[config.mk]
export PLATFORM = sky130hd
export DESIGN_NAME = prefetch_buffer
export DESIGN_NICKNAME = d
export VERILOG_FILES = /design/src/rtl/fetch_mem_pkg.sv /design/src/rtl/fetch_instr_pkg.sv /design/src/rtl/fetch_fifo.sv /design/src/rtl/prefetch_ctrl.sv /design/src/rtl/fetch_cfg_regs.sv /design/src/rtl/prefetch_buffer.sv
export VERILOG_INCLUDE_DIRS = /design/src /design/src/rtl
export SDC_FILE = /design/constraint.sdc
export NUM_CORES = 1
export LEC_CHECK = 0
export ABC_AREA = 1
export BUFFER_PORTS_ARGS = -buffer_cell sky130_fd_sc_hd__buf_4
export CAP_MARGIN = 20
export CORE_MARGIN = 3
export CORE_UTILIZATION = 50
export DETAILED_ROUTE_END_ITERATION = 7
export PLACE_DENSITY = 0.71
export SETUP_SLACK_MARGIN = 0.02
export SLEW_MARGIN = 20
export SYNTH_ARGS = -nofsm -noshare
export SYNTH_HDL_FRONTEND = slang
export SYNTH_HIERARCHICAL = 1
export SYNTH_SLANG_ARGS = --single-unit
[constraint.sdc]
create_clock -name clk -period 3.9 [get_ports clk]
set_clock_uncertainty 0.2 [all_clocks]
set_input_delay 0.39 -clock clk [delete_from_list [all_inputs] [get_ports clk]]
set_output_delay 0.39 -clock clk [all_outputs]
set_load 0.05 [all_outputs]
[src/rtl/fetch_macros.svh]
////////////////////////////////////////
// fetch buffer widths and limits
////////////////////////////////////////
`ifndef FETCH_MACROS_SVH
`define FETCH_MACROS_SVH

// bus address and read word widths
`define FETCH_ADDR_W 32
`define FETCH_DATA_W 32
// default fifo depth in bus words
`define FETCH_FIFO_DEPTH 4
// granted reads allowed without a response
`define FETCH_MAX_OUTSTANDING 2

`endif

[src/rtl/fetch_mem_pkg.sv]
////////////////////////////////////////
// memory side types of the fetch buffer
////////////////////////////////////////

`include "fetch_macros.svh"

package fetch_mem_pkg;

  // byte address on the instruction bus
  typedef logic [`FETCH_ADDR_W-1:0] mem_addr_t;

  // one read word as returned with rvalid
  typedef logic [`FETCH_DATA_W-1:0] mem_word_t;

endpackage

[src/rtl/fetch_instr_pkg.sv]
////////////////////////////////////////
// instruction side types of the fetch buffer
////////////////////////////////////////

`include "fetch_macros.svh"

package fetch_instr_pkg;

  // aligned instruction, compressed ones in the low half
  typedef logic [`FETCH_DATA_W-1:0] instr_t;

  // fifo fill count, holds 0 up to the depth
  typedef logic [$clog2(`FETCH_FIFO_DEPTH + 1)-1:0] fill_cnt_t;

  // request fsm of the prefetch controller
  typedef enum logic [1:0] {
    PF_IDLE     = 2'b00,
    PF_REQ      = 2'b01,
    PF_WAIT_GNT = 2'b10
  } pf_state_t;

endpackage

[src/rtl/fetch_fifo.sv]
////////////////////////////////////////
// fetch fifo, buffers bus words and aligns
// compressed and 32-bit instructions
////////////////////////////////////////

`timescale 1ns/1ps

`include "fetch_macros.svh"

module fetch_fifo #(
  parameter int unsigned DEPTH = `FETCH_FIFO_DEPTH
) (
  input  logic                       clk,
  input  logic                       rst_n,
  // branch clears the fifo on the next edge
  input  logic                       branch_i,
  input  fetch_mem_pkg::mem_addr_t   branch_addr_i,
  // words from the prefetch controller
  input  logic                       in_valid_i,
  input  fetch_mem_pkg::mem_word_t   in_rdata_i,
  output fetch_instr_pkg::fill_cnt_t in_cnt_o,
  // aligned instructions to decode
  output logic                       out_valid_o,
  input  logic                       out_ready_i,
  output fetch_instr_pkg::instr_t    out_rdata_o,
  output fetch_mem_pkg::mem_addr_t   out_addr_o
);

  // entry 0 is the head word
  fetch_mem_pkg::mem_word_t   rdata_q   [DEPTH];
  fetch_mem_pkg::mem_word_t   rdata_int [DEPTH];
  fetch_mem_pkg::mem_word_t   rdata_n   [DEPTH];
  logic [DEPTH-1:0]           valid_q;
  logic [DEPTH-1:0]           valid_int;
  logic [DEPTH-1:0]           valid_n;
  fetch_mem_pkg::mem_addr_t   addr_q;
  fetch_mem_pkg::mem_addr_t   addr_n;
  fetch_mem_pkg::mem_addr_t   addr_incr;
  fetch_mem_pkg::mem_word_t   head_word;
  fetch_mem_pkg::mem_word_t   unal_word;
  fetch_mem_pkg::mem_word_t   sel_word;
  logic                       head_valid;
  logic                       unal_valid;
  logic                       head_cmp;
  logic                       unal_cmp;
  logic                       is_cmp;
  logic                       pop;
  logic                       slot_found;
  fetch_instr_pkg::fill_cnt_t cnt;

  ////////////////////////////////////////
  // aligner
  ////////////////////////////////////////

  // empty fifo passes the incoming word straight through
  assign head_word  = valid_q[0] ? rdata_q[0] : in_rdata_i;
  assign head_valid = valid_q[0] | in_valid_i;

  // upper half of head plus lower half of the next word
  assign unal_word  = {(valid_q[1] ? rdata_q[1][15:0] : in_rdata_i[15:0]),
                       head_word[31:16]};
  // second half present only if head is already stored
  assign unal_valid = valid_q[1] | (valid_q[0] & in_valid_i);

  // low two bits not both set means 16-bit instruction
  assign head_cmp = head_word[1:0] != 2'b11;
  assign unal_cmp = head_word[17:16] != 2'b11;

  assign is_cmp   = addr_q[1] ? unal_cmp : head_cmp;
  assign sel_word = addr_q[1] ? unal_word : head_word;

  always_comb begin
    if (addr_q[1]) begin
      // a 32-bit instruction at pc+2 waits for its second word
      out_valid_o = head_valid & (unal_cmp | unal_valid);
    end else begin
      out_valid_o = head_valid;
    end
  end

  // compressed instructions come out zero extended
  assign out_rdata_o = is_cmp ? {16'h0000, sel_word[15:0]} : sel_word;
  assign out_addr_o  = addr_q;

  assign pop = out_valid_o & out_ready_i;

  ////////////////////////////////////////
  // fill count and write
  ////////////////////////////////////////

  // valid bits stay packed from entry 0 upward
  always_comb begin
    cnt = '0;
    for (int i = 0; i < DEPTH; i++) begin
      if (valid_q[i]) begin
        cnt = fetch_instr_pkg::fill_cnt_t'(i + 1);
      end
    end
  end

  // reads as empty during a branch so the controller restarts at once
  assign in_cnt_o = branch_i ? '0 : cnt;

  // new word goes into the first free entry
  always_comb begin
    rdata_int  = rdata_q;
    valid_int  = valid_q;
    slot_found = 1'b0;
    for (int j = 0; j < DEPTH; j++) begin
      if (in_valid_i && !slot_found && !valid_q[j]) begin
        rdata_int[j] = in_rdata_i;
        valid_int[j] = 1'b1;
        slot_found   = 1'b1;
      end
    end
  end

  ////////////////////////////////////////
  // pc advance and shift
  ////////////////////////////////////////

  assign addr_incr = {addr_q[`FETCH_ADDR_W-1:2], 2'b00} + 4;

  always_comb begin
    addr_n  = addr_q;
    rdata_n = rdata_int;
    valid_n = valid_int;
    if (pop) begin
      if (!addr_q[1] && head_cmp) begin
        // second half of the head word is still to be used
        addr_n = {addr_q[`FETCH_ADDR_W-1:2], 2'b10};
      end else begin
        // head word spent
        if (addr_q[1] && !unal_cmp) begin
          addr_n = {addr_incr[`FETCH_ADDR_W-1:2], 2'b10};
        end else begin
          addr_n = addr_incr;
        end
        for (int k = 0; k < DEPTH - 1; k++) begin
          rdata_n[k] = rdata_int[k + 1];
        end
        valid_n = valid_int >> 1;
      end
    end
  end

  always_ff @(posedge clk or negedge rst_n) begin
    if (!rst_n) begin
      valid_q <= '0;
      addr_q  <= '0;
    end else if (branch_i) begin
      // target pc belongs to the first word after the flush
      valid_q <= '0;
      addr_q  <= branch_addr_i;
    end else begin
      valid_q <= valid_n;
      addr_q  <= addr_n;
    end
  end

  always_ff @(posedge clk) begin
    rdata_q <= rdata_n;
  end

  ////////////////////////////////////////
  // assertions
  ////////////////////////////////////////

  // controller must never deliver into a full fifo
  a_no_overflow : assert property (@(posedge clk) disable iff (!rst_n)
    in_valid_i |-> !valid_q[DEPTH-1]);

  a_flush_empty : assert property (@(posedge clk) disable iff (!rst_n)
    branch_i |=> (valid_q == '0));

  // the controller sees zero while a branch restarts fetch
  a_branch_cnt : assert property (@(posedge clk) disable iff (!rst_n)
    branch_i |-> (in_cnt_o == '0));

endmodule

[src/rtl/prefetch_ctrl.sv]
////////////////////////////////////////
// prefetch controller, issues word reads and
// drops responses that belong to an old path
////////////////////////////////////////

`timescale 1ns/1ps

`include "fetch_macros.svh"

module prefetch_ctrl (
  input  logic                       clk,
  input  logic                       rst_n,
  input  logic                       enable_i,
  input  logic                       branch_i,
  input  fetch_mem_pkg::mem_addr_t   branch_addr_i,
  input  fetch_instr_pkg::fill_cnt_t fifo_cnt_i,
  // instruction memory bus
  output logic                       instr_req_o,
  output fetch_mem_pkg::mem_addr_t   instr_addr_o,
  input  logic                       instr_gnt_i,
  input  logic                       instr_rvalid_i,
  input  fetch_mem_pkg::mem_word_t   instr_rdata_i,
  // filtered responses to the fifo
  output logic                       fifo_valid_o,
  output fetch_mem_pkg::mem_word_t   fifo_rdata_o
);

  localparam int unsigned OUTS_W = $clog2(`FETCH_MAX_OUTSTANDING + 1);

  fetch_instr_pkg::pf_state_t state_q;
  fetch_instr_pkg::pf_state_t state_n;
  fetch_mem_pkg::mem_addr_t   addr_q;
  logic [OUTS_W-1:0]          outs_q;
  logic [OUTS_W-1:0]          outs_n;
  logic [OUTS_W-1:0]          discard_q;
  logic [OUTS_W-1:0]          discard_n;
  logic                       can_issue;
  logic                       gnt_ok;
  logic                       rsp_stale;

  // buffer room counts words in flight as taken
  assign can_issue = enable_i
                   && (outs_q < `FETCH_MAX_OUTSTANDING)
                   && (int'(fifo_cnt_i) + int'(outs_q) < `FETCH_FIFO_DEPTH);

  ////////////////////////////////////////
  // request fsm
  ////////////////////////////////////////

  always_comb begin
    state_n     = state_q;
    instr_req_o = 1'b0;
    unique case (state_q)
      fetch_instr_pkg::PF_IDLE: begin
        if (enable_i) begin
          state_n = fetch_instr_pkg::PF_REQ;
        end
      end
      fetch_instr_pkg::PF_REQ: begin
        // nothing goes out in the branch cycle, the address is stale
        instr_req_o = can_issue && !branch_i;
        if (instr_req_o && !instr_gnt_i) begin
          state_n = fetch_instr_pkg::PF_WAIT_GNT;
        end else if (!enable_i) begin
          state_n = fetch_instr_pkg::PF_IDLE;
        end
      end
      fetch_instr_pkg::PF_WAIT_GNT: begin
        // hold until granted, a branch withdraws it
        instr_req_o = !branch_i;
        if (branch_i || instr_gnt_i) begin
          state_n = enable_i ? fetch_instr_pkg::PF_REQ : fetch_instr_pkg::PF_IDLE;
        end
      end
      default: begin
        state_n = fetch_instr_pkg::PF_IDLE;
      end
    endcase
  end

  assign gnt_ok       = instr_req_o & instr_gnt_i;
  assign instr_addr_o = addr_q;

  ////////////////////////////////////////
  // outstanding and discard counters
  ////////////////////////////////////////

  always_comb begin
    outs_n = outs_q;
    if (gnt_ok && !instr_rvalid_i) begin
      outs_n = outs_q + OUTS_W'(1);
    end else if (!gnt_ok && instr_rvalid_i) begin
      outs_n = outs_q - OUTS_W'(1);
    end
  end

  // every read in flight at a branch is old path data
  always_comb begin
    discard_n = discard_q;
    if (branch_i) begin
      discard_n = instr_rvalid_i ? outs_q - OUTS_W'(1) : outs_q;
    end else if (instr_rvalid_i && discard_q != '0) begin
      discard_n = discard_q - OUTS_W'(1);
    end
  end

  assign rsp_stale    = instr_rvalid_i & (branch_i | (discard_q != '0));
  assign fifo_valid_o = instr_rvalid_i & ~rsp_stale;
  assign fifo_rdata_o = instr_rdata_i;

  always_ff @(posedge clk or negedge rst_n) begin
    if (!rst_n) begin
      state_q   <= fetch_instr_pkg::PF_IDLE;
      addr_q    <= '0;
      outs_q    <= '0;
      discard_q <= '0;
    end else begin
      state_q   <= state_n;
      outs_q    <= outs_n;
      discard_q <= discard_n;
      if (branch_i) begin
        // restart on the word holding the target
        addr_q <= {branch_addr_i[`FETCH_ADDR_W-1:2], 2'b00};
      end else if (gnt_ok) begin
        addr_q <= addr_q + 4;
      end
    end
  end

  ////////////////////////////////////////
  // assertions
  ////////////////////////////////////////

  a_addr_stable : assert property (@(posedge clk) disable iff (!rst_n)
    (instr_req_o && !instr_gnt_i) |=>
      (branch_i || (instr_req_o && $stable(instr_addr_o))));

  // memory answers only reads it has granted
  a_rvalid_owed : assert property (@(posedge clk) disable iff (!rst_n)
    instr_rvalid_i |-> (outs_q != '0));

endmodule

[src/rtl/fetch_cfg_regs.sv]
////////////////////////////////////////
// fetch enable and boot address registers
// with boot kick-off and branch merge
////////////////////////////////////////

`timescale 1ns/1ps

`include "fetch_macros.svh"

module fetch_cfg_regs (
  input  logic                     clk,
  input  logic                     rst_n,
  // register write port
  input  logic                     cfg_we_i,
  input  logic                     cfg_sel_i,
  input  fetch_mem_pkg::mem_word_t cfg_wdata_i,
  // branch from the core
  input  logic                     core_branch_i,
  input  fetch_mem_pkg::mem_addr_t core_branch_addr_i,
  output logic                     enable_o,
  output logic                     branch_o,
  output fetch_mem_pkg::mem_addr_t branch_addr_o
);

  logic                     enable_q;
  logic                     enable_prev_q;
  logic                     kick_q;
  fetch_mem_pkg::mem_addr_t boot_addr_q;

  always_ff @(posedge clk or negedge rst_n) begin
    if (!rst_n) begin
      enable_q      <= 1'b0;
      enable_prev_q <= 1'b0;
      kick_q        <= 1'b0;
      boot_addr_q   <= '0;
    end else begin
      // sel 0 is enable, sel 1 is boot address
      if (cfg_we_i && !cfg_sel_i) begin
        enable_q <= cfg_wdata_i[0];
      end
      if (cfg_we_i && cfg_sel_i) begin
        boot_addr_q <= fetch_mem_pkg::mem_addr_t'(cfg_wdata_i);
      end
      enable_prev_q <= enable_q;
      // one pulse the cycle after enable goes 0 to 1
      kick_q        <= enable_q & ~enable_prev_q;
    end
  end

  assign enable_o      = enable_q;
  // core branch wins over the kick-off
  assign branch_o      = core_branch_i | kick_q;
  assign branch_addr_o = core_branch_i ? core_branch_addr_i : boot_addr_q;

  a_kick_single : assert property (@(posedge clk) disable iff (!rst_n)
    kick_q |=> !kick_q);

endmodule

[src/rtl/prefetch_buffer.sv]
////////////////////////////////////////
// instruction prefetch buffer top level
////////////////////////////////////////

`timescale 1ns/1ps

`include "fetch_macros.svh"

module prefetch_buffer (
  input  logic                     clk,
  input  logic                     rst_n,
  // configuration writes
  input  logic                     cfg_we_i,
  input  logic                     cfg_sel_i,
  input  fetch_mem_pkg::mem_word_t cfg_wdata_i,
  // branch from the core
  input  logic                     core_branch_i,
  input  fetch_mem_pkg::mem_addr_t core_branch_addr_i,
  // instruction memory bus
  output logic                     instr_req_o,
  output fetch_mem_pkg::mem_addr_t instr_addr_o,
  input  logic                     instr_gnt_i,
  input  logic                     instr_rvalid_i,
  input  fetch_mem_pkg::mem_word_t instr_rdata_i,
  // decode side
  input  logic                     out_ready_i,
  output logic                     out_valid_o,
  output fetch_instr_pkg::instr_t  out_rdata_o,
  output fetch_mem_pkg::mem_addr_t out_addr_o
);

  logic                       enable;
  logic                       branch;
  fetch_mem_pkg::mem_addr_t   branch_addr;
  logic                       fifo_valid;
  fetch_mem_pkg::mem_word_t   fifo_rdata;
  fetch_instr_pkg::fill_cnt_t fifo_cnt;

  fetch_cfg_regs i_cfg_regs (
    .clk               (clk),
    .rst_n             (rst_n),
    .cfg_we_i          (cfg_we_i),
    .cfg_sel_i         (cfg_sel_i),
    .cfg_wdata_i       (cfg_wdata_i),
    .core_branch_i     (core_branch_i),
    .core_branch_addr_i(core_branch_addr_i),
    .enable_o          (enable),
    .branch_o          (branch),
    .branch_addr_o     (branch_addr)
  );

  prefetch_ctrl i_prefetch_ctrl (
    .clk           (clk),
    .rst_n         (rst_n),
    .enable_i      (enable),
    .branch_i      (branch),
    .branch_addr_i (branch_addr),
    .fifo_cnt_i    (fifo_cnt),
    .instr_req_o   (instr_req_o),
    .instr_addr_o  (instr_addr_o),
    .instr_gnt_i   (instr_gnt_i),
    .instr_rvalid_i(instr_rvalid_i),
    .instr_rdata_i (instr_rdata_i),
    .fifo_valid_o  (fifo_valid),
    .fifo_rdata_o  (fifo_rdata)
  );

  // same branch reaches controller and fifo in the same cycle
  fetch_fifo #(
    .DEPTH(`FETCH_FIFO_DEPTH)
  ) i_fetch_fifo (
    .clk          (clk),
    .rst_n        (rst_n),
    .branch_i     (branch),
    .branch_addr_i(branch_addr),
    .in_valid_i   (fifo_valid),
    .in_rdata_i   (fifo_rdata),
    .in_cnt_o     (fifo_cnt),
    .out_valid_o  (out_valid_o),
    .out_ready_i  (out_ready_i),
    .out_rdata_o  (out_rdata_o),
    .out_addr_o   (out_addr_o)
  );

endmodule

==> summary.txt, run 1 <==
Route
  – Routed WL: 41,100 µm
  – DR vias/cell: about 5.3
  – DR iter-0 viols: between 1,000 and 1,500
  – Mean routed wirelength per cell: between 15 and 20 µm
  – DRC Markers: 0
  – Total vias in the final route: between 10,000 and 15,000
  – 1st-pass router iterations: 5
  – DRT antenna net count: 0

Setup path
  – Setup crit end kind: output pin
  – Crit path arrival time: between 2 and 3 ns
  – R2R Path Start: i_cfg_regs/kick_q$_DFF_PN0_
  – Delay-heaviest family, CP: compound AO/OA/AOI/OAI gates
  – Startpoint Class: flip-flop
  – CP max FO: 32
  – WP buf/inv: 4
  – Slowest CP cell: o22ai_2
  – CP cell instances: inv_4 -> buf_4 -> nand2_1 -> nand2_1 -> nand2_1 -> o22ai_2 -> o21ai_0 -> inv_1 -> buf_4
  – Crit path largest cell delay: approximately 0.56 ns
  – Total stage count of the critical path: 9
  – Worst R2R Setup Slack: 0.56 ns
  – Critical path class: flip-flop to output pin
  – Worst Setup SP: i_fetch_fifo/valid_q[0]$_DFF_PN0_
  – Worst EP required: between 3 and 4 ns
  – Worst R2R Path Depth: 9
  – Top cell by count, worst path: nand2_1

Yosys
  – Synthesized cell area: approximately 14,000 µm²
  – Post-synthesis adder-cell area fraction: 0.822%
  – Mapped Cells: about 2,100
  – Top_reg_cell synth: dfxtp_1
  – Post-synth ARST share: between 40% and 50%
  – Distinct cells, synth: between 40 and 50
  – Sequential share of the synthesized area: about two fifths
  – Synthesized-area fraction occupied by and/or/nand/nor cells: 34.5%
  – Number of enable flip-flop cells after synthesis: 0
  – Multiplexer share of the synthesized area: less than 1%
  – #FFs+latches synth: ~240
  – Synth warn: 6
  – Syn avg cell area: between 6 and 7 µm²
  – Post-synthesis xor/xnor area fraction: 1.28%
  – Synth Area in Compound Gates: between 10% and 20%
  – Main combinational cell family by area after synthesis: simple AND/OR/NAND/NOR gates

Pwr
  – Power share of the clock group: 26.5%
  – Tot Pwr: about 0.0094 W
  – Gate power share: 35.5%
  – Sequential Power Share: between 30% and 40%
  – Power per cell area: roughly 570 nW/µm²
  – Psw: around 0.0037 W
  – Sw frac: approximately two fifths
  – Static leakage: 8.27 nW
  – Worst IR Drop VDD: roughly 0.00030 V
  – Internal power: roughly 0.0057 W

Global routing
  – First-pass GRT wire length: ~65,000 µm
  – Largest net degree at the start of global routing: between 90 and 100
  – Initial antenna violation count: 1
  – GRT overflow: 0
  – Tot GR Track Use: between 20% and 30%
  – Vias in the first global route: roughly 13,000

Placed design
  – Area after DPL: 14,900 µm²
  – IO buf count: roughly 200
  – Gpl congestion: ~0.94
  – Dpl hpwl: 28,500 µm

STA
  – Slew margin rel.: between 30% and 40%
  – Fmax: 286 MHz
  – Worst Max-Slew Pin Slew: just over 0.9 ns
  – Hold Fails Final Rpt: 0
  – Final min period: 3.50 ns
  – Setup-failing EPs final: 0
  – Period utilisation layout: ~90%
  – RSZ-0062 raised after global routing: no
  – Setup TNS: 0 ns
  – Slew Viols, Final: 0

Clock network
  – Clock slew at reported path FFs: ~0.060 ns
  – H-tree Lvls: 1
  – # clock sinks: approximately 240
  – Clock Tree Buf Depth: 3
  – Post-CTS Setup Inserts: 0
  – Clk_lat worst skew: 0.54 ns
  – Num CTS Buffers: 27
  – CTS tree: yes
  – Clock root cell: clkbuf_16

Worst hold path
  – Worst hold path class: input pin to flip-flop
  – Hold path cells: 5
  – Worst hold path startpoint: core_branch_addr_i[0]

Layout
  – Post-route cell area: approximately 16,000 µm²
  – Fillers: between 2,000 and 3,000
  – Synth-to-Final Area Change: 20.2%
  – Area of the multi-input gates: 6860 µm²
  – Reg area: 5240 µm²
  – Layout Nets: between 2,000 and 2,500
  – Layout cell share with drive strength beyond 1: between 10% and 20%

Floorplan
  – Top Ports: about 200
  – Die Width: 172 µm
  – Core Rows: 59
  – Core area: roughly 27,000 µm²
  – Initial core utilization: 51.7%
  – Die height: roughly 170 µm
  – DIE AREA: 29,400 µm²

Flow run
  – Number of max-cap violations: 0

Status
  – Status: complete, no violations
## cell usage in the layout (no fill, tap or decap), drive strengths merged
cell	instances
a211oi	1
a21boi	1
a21oi	62
buf	216
bufinv	1
clkbuf	37
clkinv	8
clkinvlp	3
conb	2
dfrtp	107
dfxtp	128
diode	1
dlygate4sd3	68
ha	9
inv	200
mux2	1
nand2	765
nand3	157
nand3b	14
nand4	11
nor2	155
nor3	8
nor3b	1
o211ai	14
o21ai	259
o21bai	7
o22ai	2
o31ai	1
o32ai	1
or2	17
xnor2	9
xor2	11
## sequential cells by signal, indices dropped and copies added, names as in the netlist
name and count:
i_cfg_regs/boot_addr_q 32, i_cfg_regs/enable_o 1, i_cfg_regs/enable_prev_q 1, i_cfg_regs/kick_q 1, i_fetch_fifo/out_addr_o 32, i_fetch_fifo/rdata_q 128, i_fetch_fifo/valid_q 4, i_prefetch_ctrl/discard_q 2
i_prefetch_ctrl/instr_addr_o 30, i_prefetch_ctrl/outs_q 2, i_prefetch_ctrl/state_q 2
## path summary, 6_finish.rpt
kind | end
max | out_rdata_o[23]
min | i_fetch_fifo/out_addr_o[0]$_DFFE_PN0P_
max reg2reg | i_fetch_fifo/out_addr_o[16]$_DFFE_PN0P_
min reg2reg | i_cfg_regs/kick_q$_DFF_PN0_
max in group asynchronous | i_prefetch_ctrl/instr_addr_o[6]$_DFFE_PN0P_
min in group asynchronous | i_cfg_regs/boot_addr_q[18]$_DFFE_PN0P_
## per-layer routing
layer	part of all wire [%]	up-vias	track usage (%)
met3	6.7	77	4.18
li1	-	6896	-
met4	3.8	0	9.87
met5	0	-	0
met2	47	511	46.1
met1	43	6356	35.4
## worst min-delay path: stages
cell     delay (ns)
buf_4          0.08
nand2_1        0.05
nand2_1        0.08
nand2_1        0.06
nand2_1        0.06
## timing repair
item,4_1_cts,5_1_grt
gates resized for setup,0,0
endpoints found under the hold margin,148,0
hold buffers,68,0
## metrics by stage
step,hold slack (ns),worst slack [ns],utilization (%),cells
floorplan,-0.106,0.784,-,2082
global placement,0.180,0.452,56.3,2495
detailed placement,0.185,0.402,56.3,2495
CTS,0.00105,0.382,62.1,2611
global route,0.0287,0.130,62.2,2612
finish,0.0154,0.402,62.2,2612
## synth_stat cells, types with 26 or more instances
cell	number	share of area, %
nand3_1	150	5.5
a21oi_1	62	2.3
buf_2	26	0.95
o21ai_0	229	8.4
buf_4	48	2.6
inv_1	193	5.3
nand2_1	745	20
nor2_1	143	3.9
clkbuf_1	45	1.2
dfrtp_1	107	20
o21ai_1	30	1.1
dfxtp_1	128	19
## power by group through the flow
stage                     clock network, W  registers (W)  logic [W]
after floorplan                          0        0.00394    0.00199
after global placement                   0        0.00359    0.00320
after detailed placement                 0        0.00361    0.00327
after CTS                          0.00254        0.00357    0.00334
after global routing               0.00264        0.00366    0.00373
final                              0.00249        0.00358    0.00334
## cell type report
type	count	share of cell area [%]
tap	335	2.54
inverter	201	4.61
timing repair buffer	284	14.1
multi-input combinational	1508	41.6
clock inverter	11	0.555
clock buffer	37	4.69
sequential	235	31.8
antenna	1	0.0152
## cell families (layout without fill, tap and decap cells)
group	count (synthesis)	count (layout)
compound gates	348	348
xor+xnor	20	20
fa+ha+maj	9	9
buf+inv	339	533
flops	235	235
mux	1	1
other cells	1	3
simple gates	1128	1128
Power figures use the tool's default switching activity.
==> run 2, diff against run 1 <==
--- a/config.mk
+++ b/config.mk
@@ -12,6 +12,7 @@
 export CORE_MARGIN = 3
 export CORE_UTILIZATION = 50
 export DETAILED_ROUTE_END_ITERATION = 7
+export MAX_ROUTING_LAYER = met4
 export PLACE_DENSITY = 0.71
 export SETUP_SLACK_MARGIN = 0.02
 export SLEW_MARGIN = 20
==> run 2 against run 1 <==
Net effect: worst setup slack improved by 0.045 ns; hold slack improved by 0.00052 ns; final cell count rose by 0.11%; largest cell class unchanged.
==> summary.txt, run 2 (synthesized netlist as in run 1, its figures left out) <==
Route
  – Routed WL: 40,700 µm (-1.1%)
  – Mean routed wirelength per cell: 15.6 µm (-1.2%)
  – DR iter-0 viols: 1,119 (-6.8%)
  – Total vias in the final route: 13,700 (-0.86%)
  – DRT antenna net count: 0 (unchanged)
  – DRC Markers: 0 (unchanged)
  – DR vias/cell: 5.25 (-0.97%)
  – 1st-pass router iterations: 6 (+1)

Placed design
  – Pre-CTS setup slack: 0.367 ns (-0.0356 ns)
  – Dpl cells: 2,495 (unchanged)
  – Gpl congestion: 0.944 (+0.60%)
  – IO buf count: 199 (unchanged)
  – Dpl hpwl: 28,200 µm (-1.2%)

Setup path
  – Startpoint Class: flip-flop
  – CP cell instances: inv_4 -> buf_4 -> nand2_1 -> nand2_1 -> nand2_1 -> o22ai_2 -> o21ai_0 -> inv_1 -> buf_4
  – Delay-heaviest family, CP: buffers and inverters
  – Top cell by count, worst path: nand2_1
  – Crit path arrival time: 2.86 ns (-0.05 ns)
  – Critical path class: flip-flop to output pin
  – Setup crit end kind: output pin
  – Worst EP required: 3.31 ns (about the same)
  – WP buf/inv: 4 (unchanged)
  – Slowest CP cell: o22ai_2
  – CP max FO: 33 (+3.1%)
  – Crit path largest cell delay: 0.55 ns (about the same)

Clock network
  – Cts repair resizes: 0 (unchanged)
  – Clock slew at reported path FFs: 0.06 ns (about the same)
  – Num CTS Buffers: 28 (+3.7%)
  – # hold bufs at CTS: 67 (-1.5%)
  – CTS tree: yes
  – Clk_lat worst skew: 0.54 ns (about the same)
  – Clock Tree Buf Depth: 3 (unchanged)
  – H-tree Lvls: 1 (unchanged)
  – Post-CTS Setup Inserts: 0 (unchanged)
  – Clock root cell: clkbuf_16
  – # clock sinks: 235 (unchanged)

Floorplan
  – DIE AREA: 29,400 µm² (unchanged)
  – Die Width: 172 µm (unchanged)
  – Core Rows: 59 (unchanged)
  – Core area: 26,500 µm² (unchanged)
  – Top Ports: 202 (unchanged)
  – Initial core utilization: 51.7% (unchanged)
  – Die height: 172 µm (unchanged)

Layout
  – Post-route insts no fill: 2,615 (+0.11%)
  – Top reg by flops: i_fetch_fifo/rdata_q
  – Area of the multi-input gates: 6860 µm² (unchanged)
  – Commonest non-fill, non-tap cell in the layout: nand2_1
  – Most frequent cells in the layout: nand2_1, o21ai_0, buf_4
  – Final Core Density: 62.5% (+0.34 points)
  – Fillers: 2,522 (+0.60%)
  – Layout Nets: 2,370 (unchanged)
  – Synth-to-Final Area Change: 20.9%
  – Reg area: 5240 µm² (unchanged)
  – Number of flip-flops in the largest register: 128 (unchanged)
  – Layout cell share with drive strength beyond 1: 13.7% (about the same)

STA
  – Slew margin rel.: 40.8% (+1.6 points)
  – Hold Fails Final Rpt: 0 (unchanged)
  – Setup TNS: 0 ns (unchanged)
  – Final min period: 3.45 ns (-0.0452 ns)
  – Setup-failing EPs final: 0 (unchanged)
  – Slew Viols, Final: 0 (unchanged)
  – Final worst slack: 0.447 ns (+0.0452 ns)
  – Min Hold Slack: 0.0159 ns (+0.000516 ns)
  – Fmax: 290 MHz (+1.3%)
  – Period utilisation layout: 88.5% (-1.2 points)
  – Worst Max-Slew Pin Slew: 0.887 ns (-0.0237 ns)
  – RSZ-0062 raised after global routing: no

Flow run
  – Number of max-cap violations: 0 (unchanged)

Status
  – Status: complete, no violations

Pwr
  – Power per cell area: 579 nW/µm² (+1.5%)
  – Worst IR Drop VDD: 0.000326 V (+7.7%)
  – Static leakage: 8.32 nW (+0.60%)

Global routing
  – Largest net degree at the start of global routing: 99 (+1.0%)
  – First-pass GRT wire length: 65,600 µm (+0.42%)
  – GRT overflow: 0 (unchanged)
  – Initial antenna violation count: 2 (+1)
  – Tot GR Track Use: 28.2% (+1.0 points)
  – Vias in the first global route: 12,900 (+1.1%)

Worst hold path
  – Worst hold path class: input pin to flip-flop
[run 2: power breakdown]
group | internal (W) | switching, W | leakage [nW] | total, W
combinational | 0.00113 | 0.00219 | 5.44 | 0.00333
sequential | 0.00313 | 0.000454 | 2.41 | 0.00358
clock | 0.00166 | 0.00102 | 0.477 | 0.00269
total | 0.00592 | 0.00367 | 8.32 | 0.00960
[run 2: final cells by class]
type,count,share of cell area (%)
inverter,201,4.59
sequential,235,31.6
clock buffer,44,5.27
multi-input combinational,1508,41.4
clock inverter,7,0.536
timing repair buffer,283,14.0
tap,335,2.53
antenna,2,0.0302
[run 2: routing by layer]
| layer | track usage, % | routed length [µm] |
|---|---|---|
| met2 | 44.7 | 18700 |
| met5 | - | 0 |
| met4 | 10.7 | 1530 |
| met3 | 3.91 | 2560 |
| met1 | 36.9 | 17900 |
[run 2: tightest hold or removal path: stages]
cell,delay (ns)
buf_4,0.10
nor3_1,0.06
nand3_1,0.06
o21ai_0,0.08
[run 2: through the flow]
stage	total power, W	instance area, µm²
6_report	0.00960	16600
5_1_grt	0.0102	16600
4_1_cts	0.00964	16600
3_5_place_dp	0.00687	14900
3_3_place_gp	0.00680	14900
2_1_floorplan	0.00593	13700
[run 2: final timing paths]
path,from,to,slack (ns),depth (start not counted)
max,i_fetch_fifo/valid_q[0]$_DFF_PN0_,out_rdata_o[17],0.45,9
min,instr_gnt_i,i_prefetch_ctrl/state_q[1]$_DFFE_PN0P_,0.02,4
max reg2reg,i_cfg_regs/kick_q$_DFF_PN0_,i_fetch_fifo/out_addr_o[15]$_DFFE_PN0P_,0.55,9
min reg2reg,i_cfg_regs/enable_prev_q$_DFF_PN0_,i_cfg_regs/kick_q$_DFF_PN0_,0.19,1
max in group asynchronous,rst_n,i_fetch_fifo/out_addr_o[23]$_DFFE_PN0P_,2.30,3
min in group asynchronous,rst_n,i_cfg_regs/boot_addr_q[18]$_DFFE_PN0P_,0.29,2
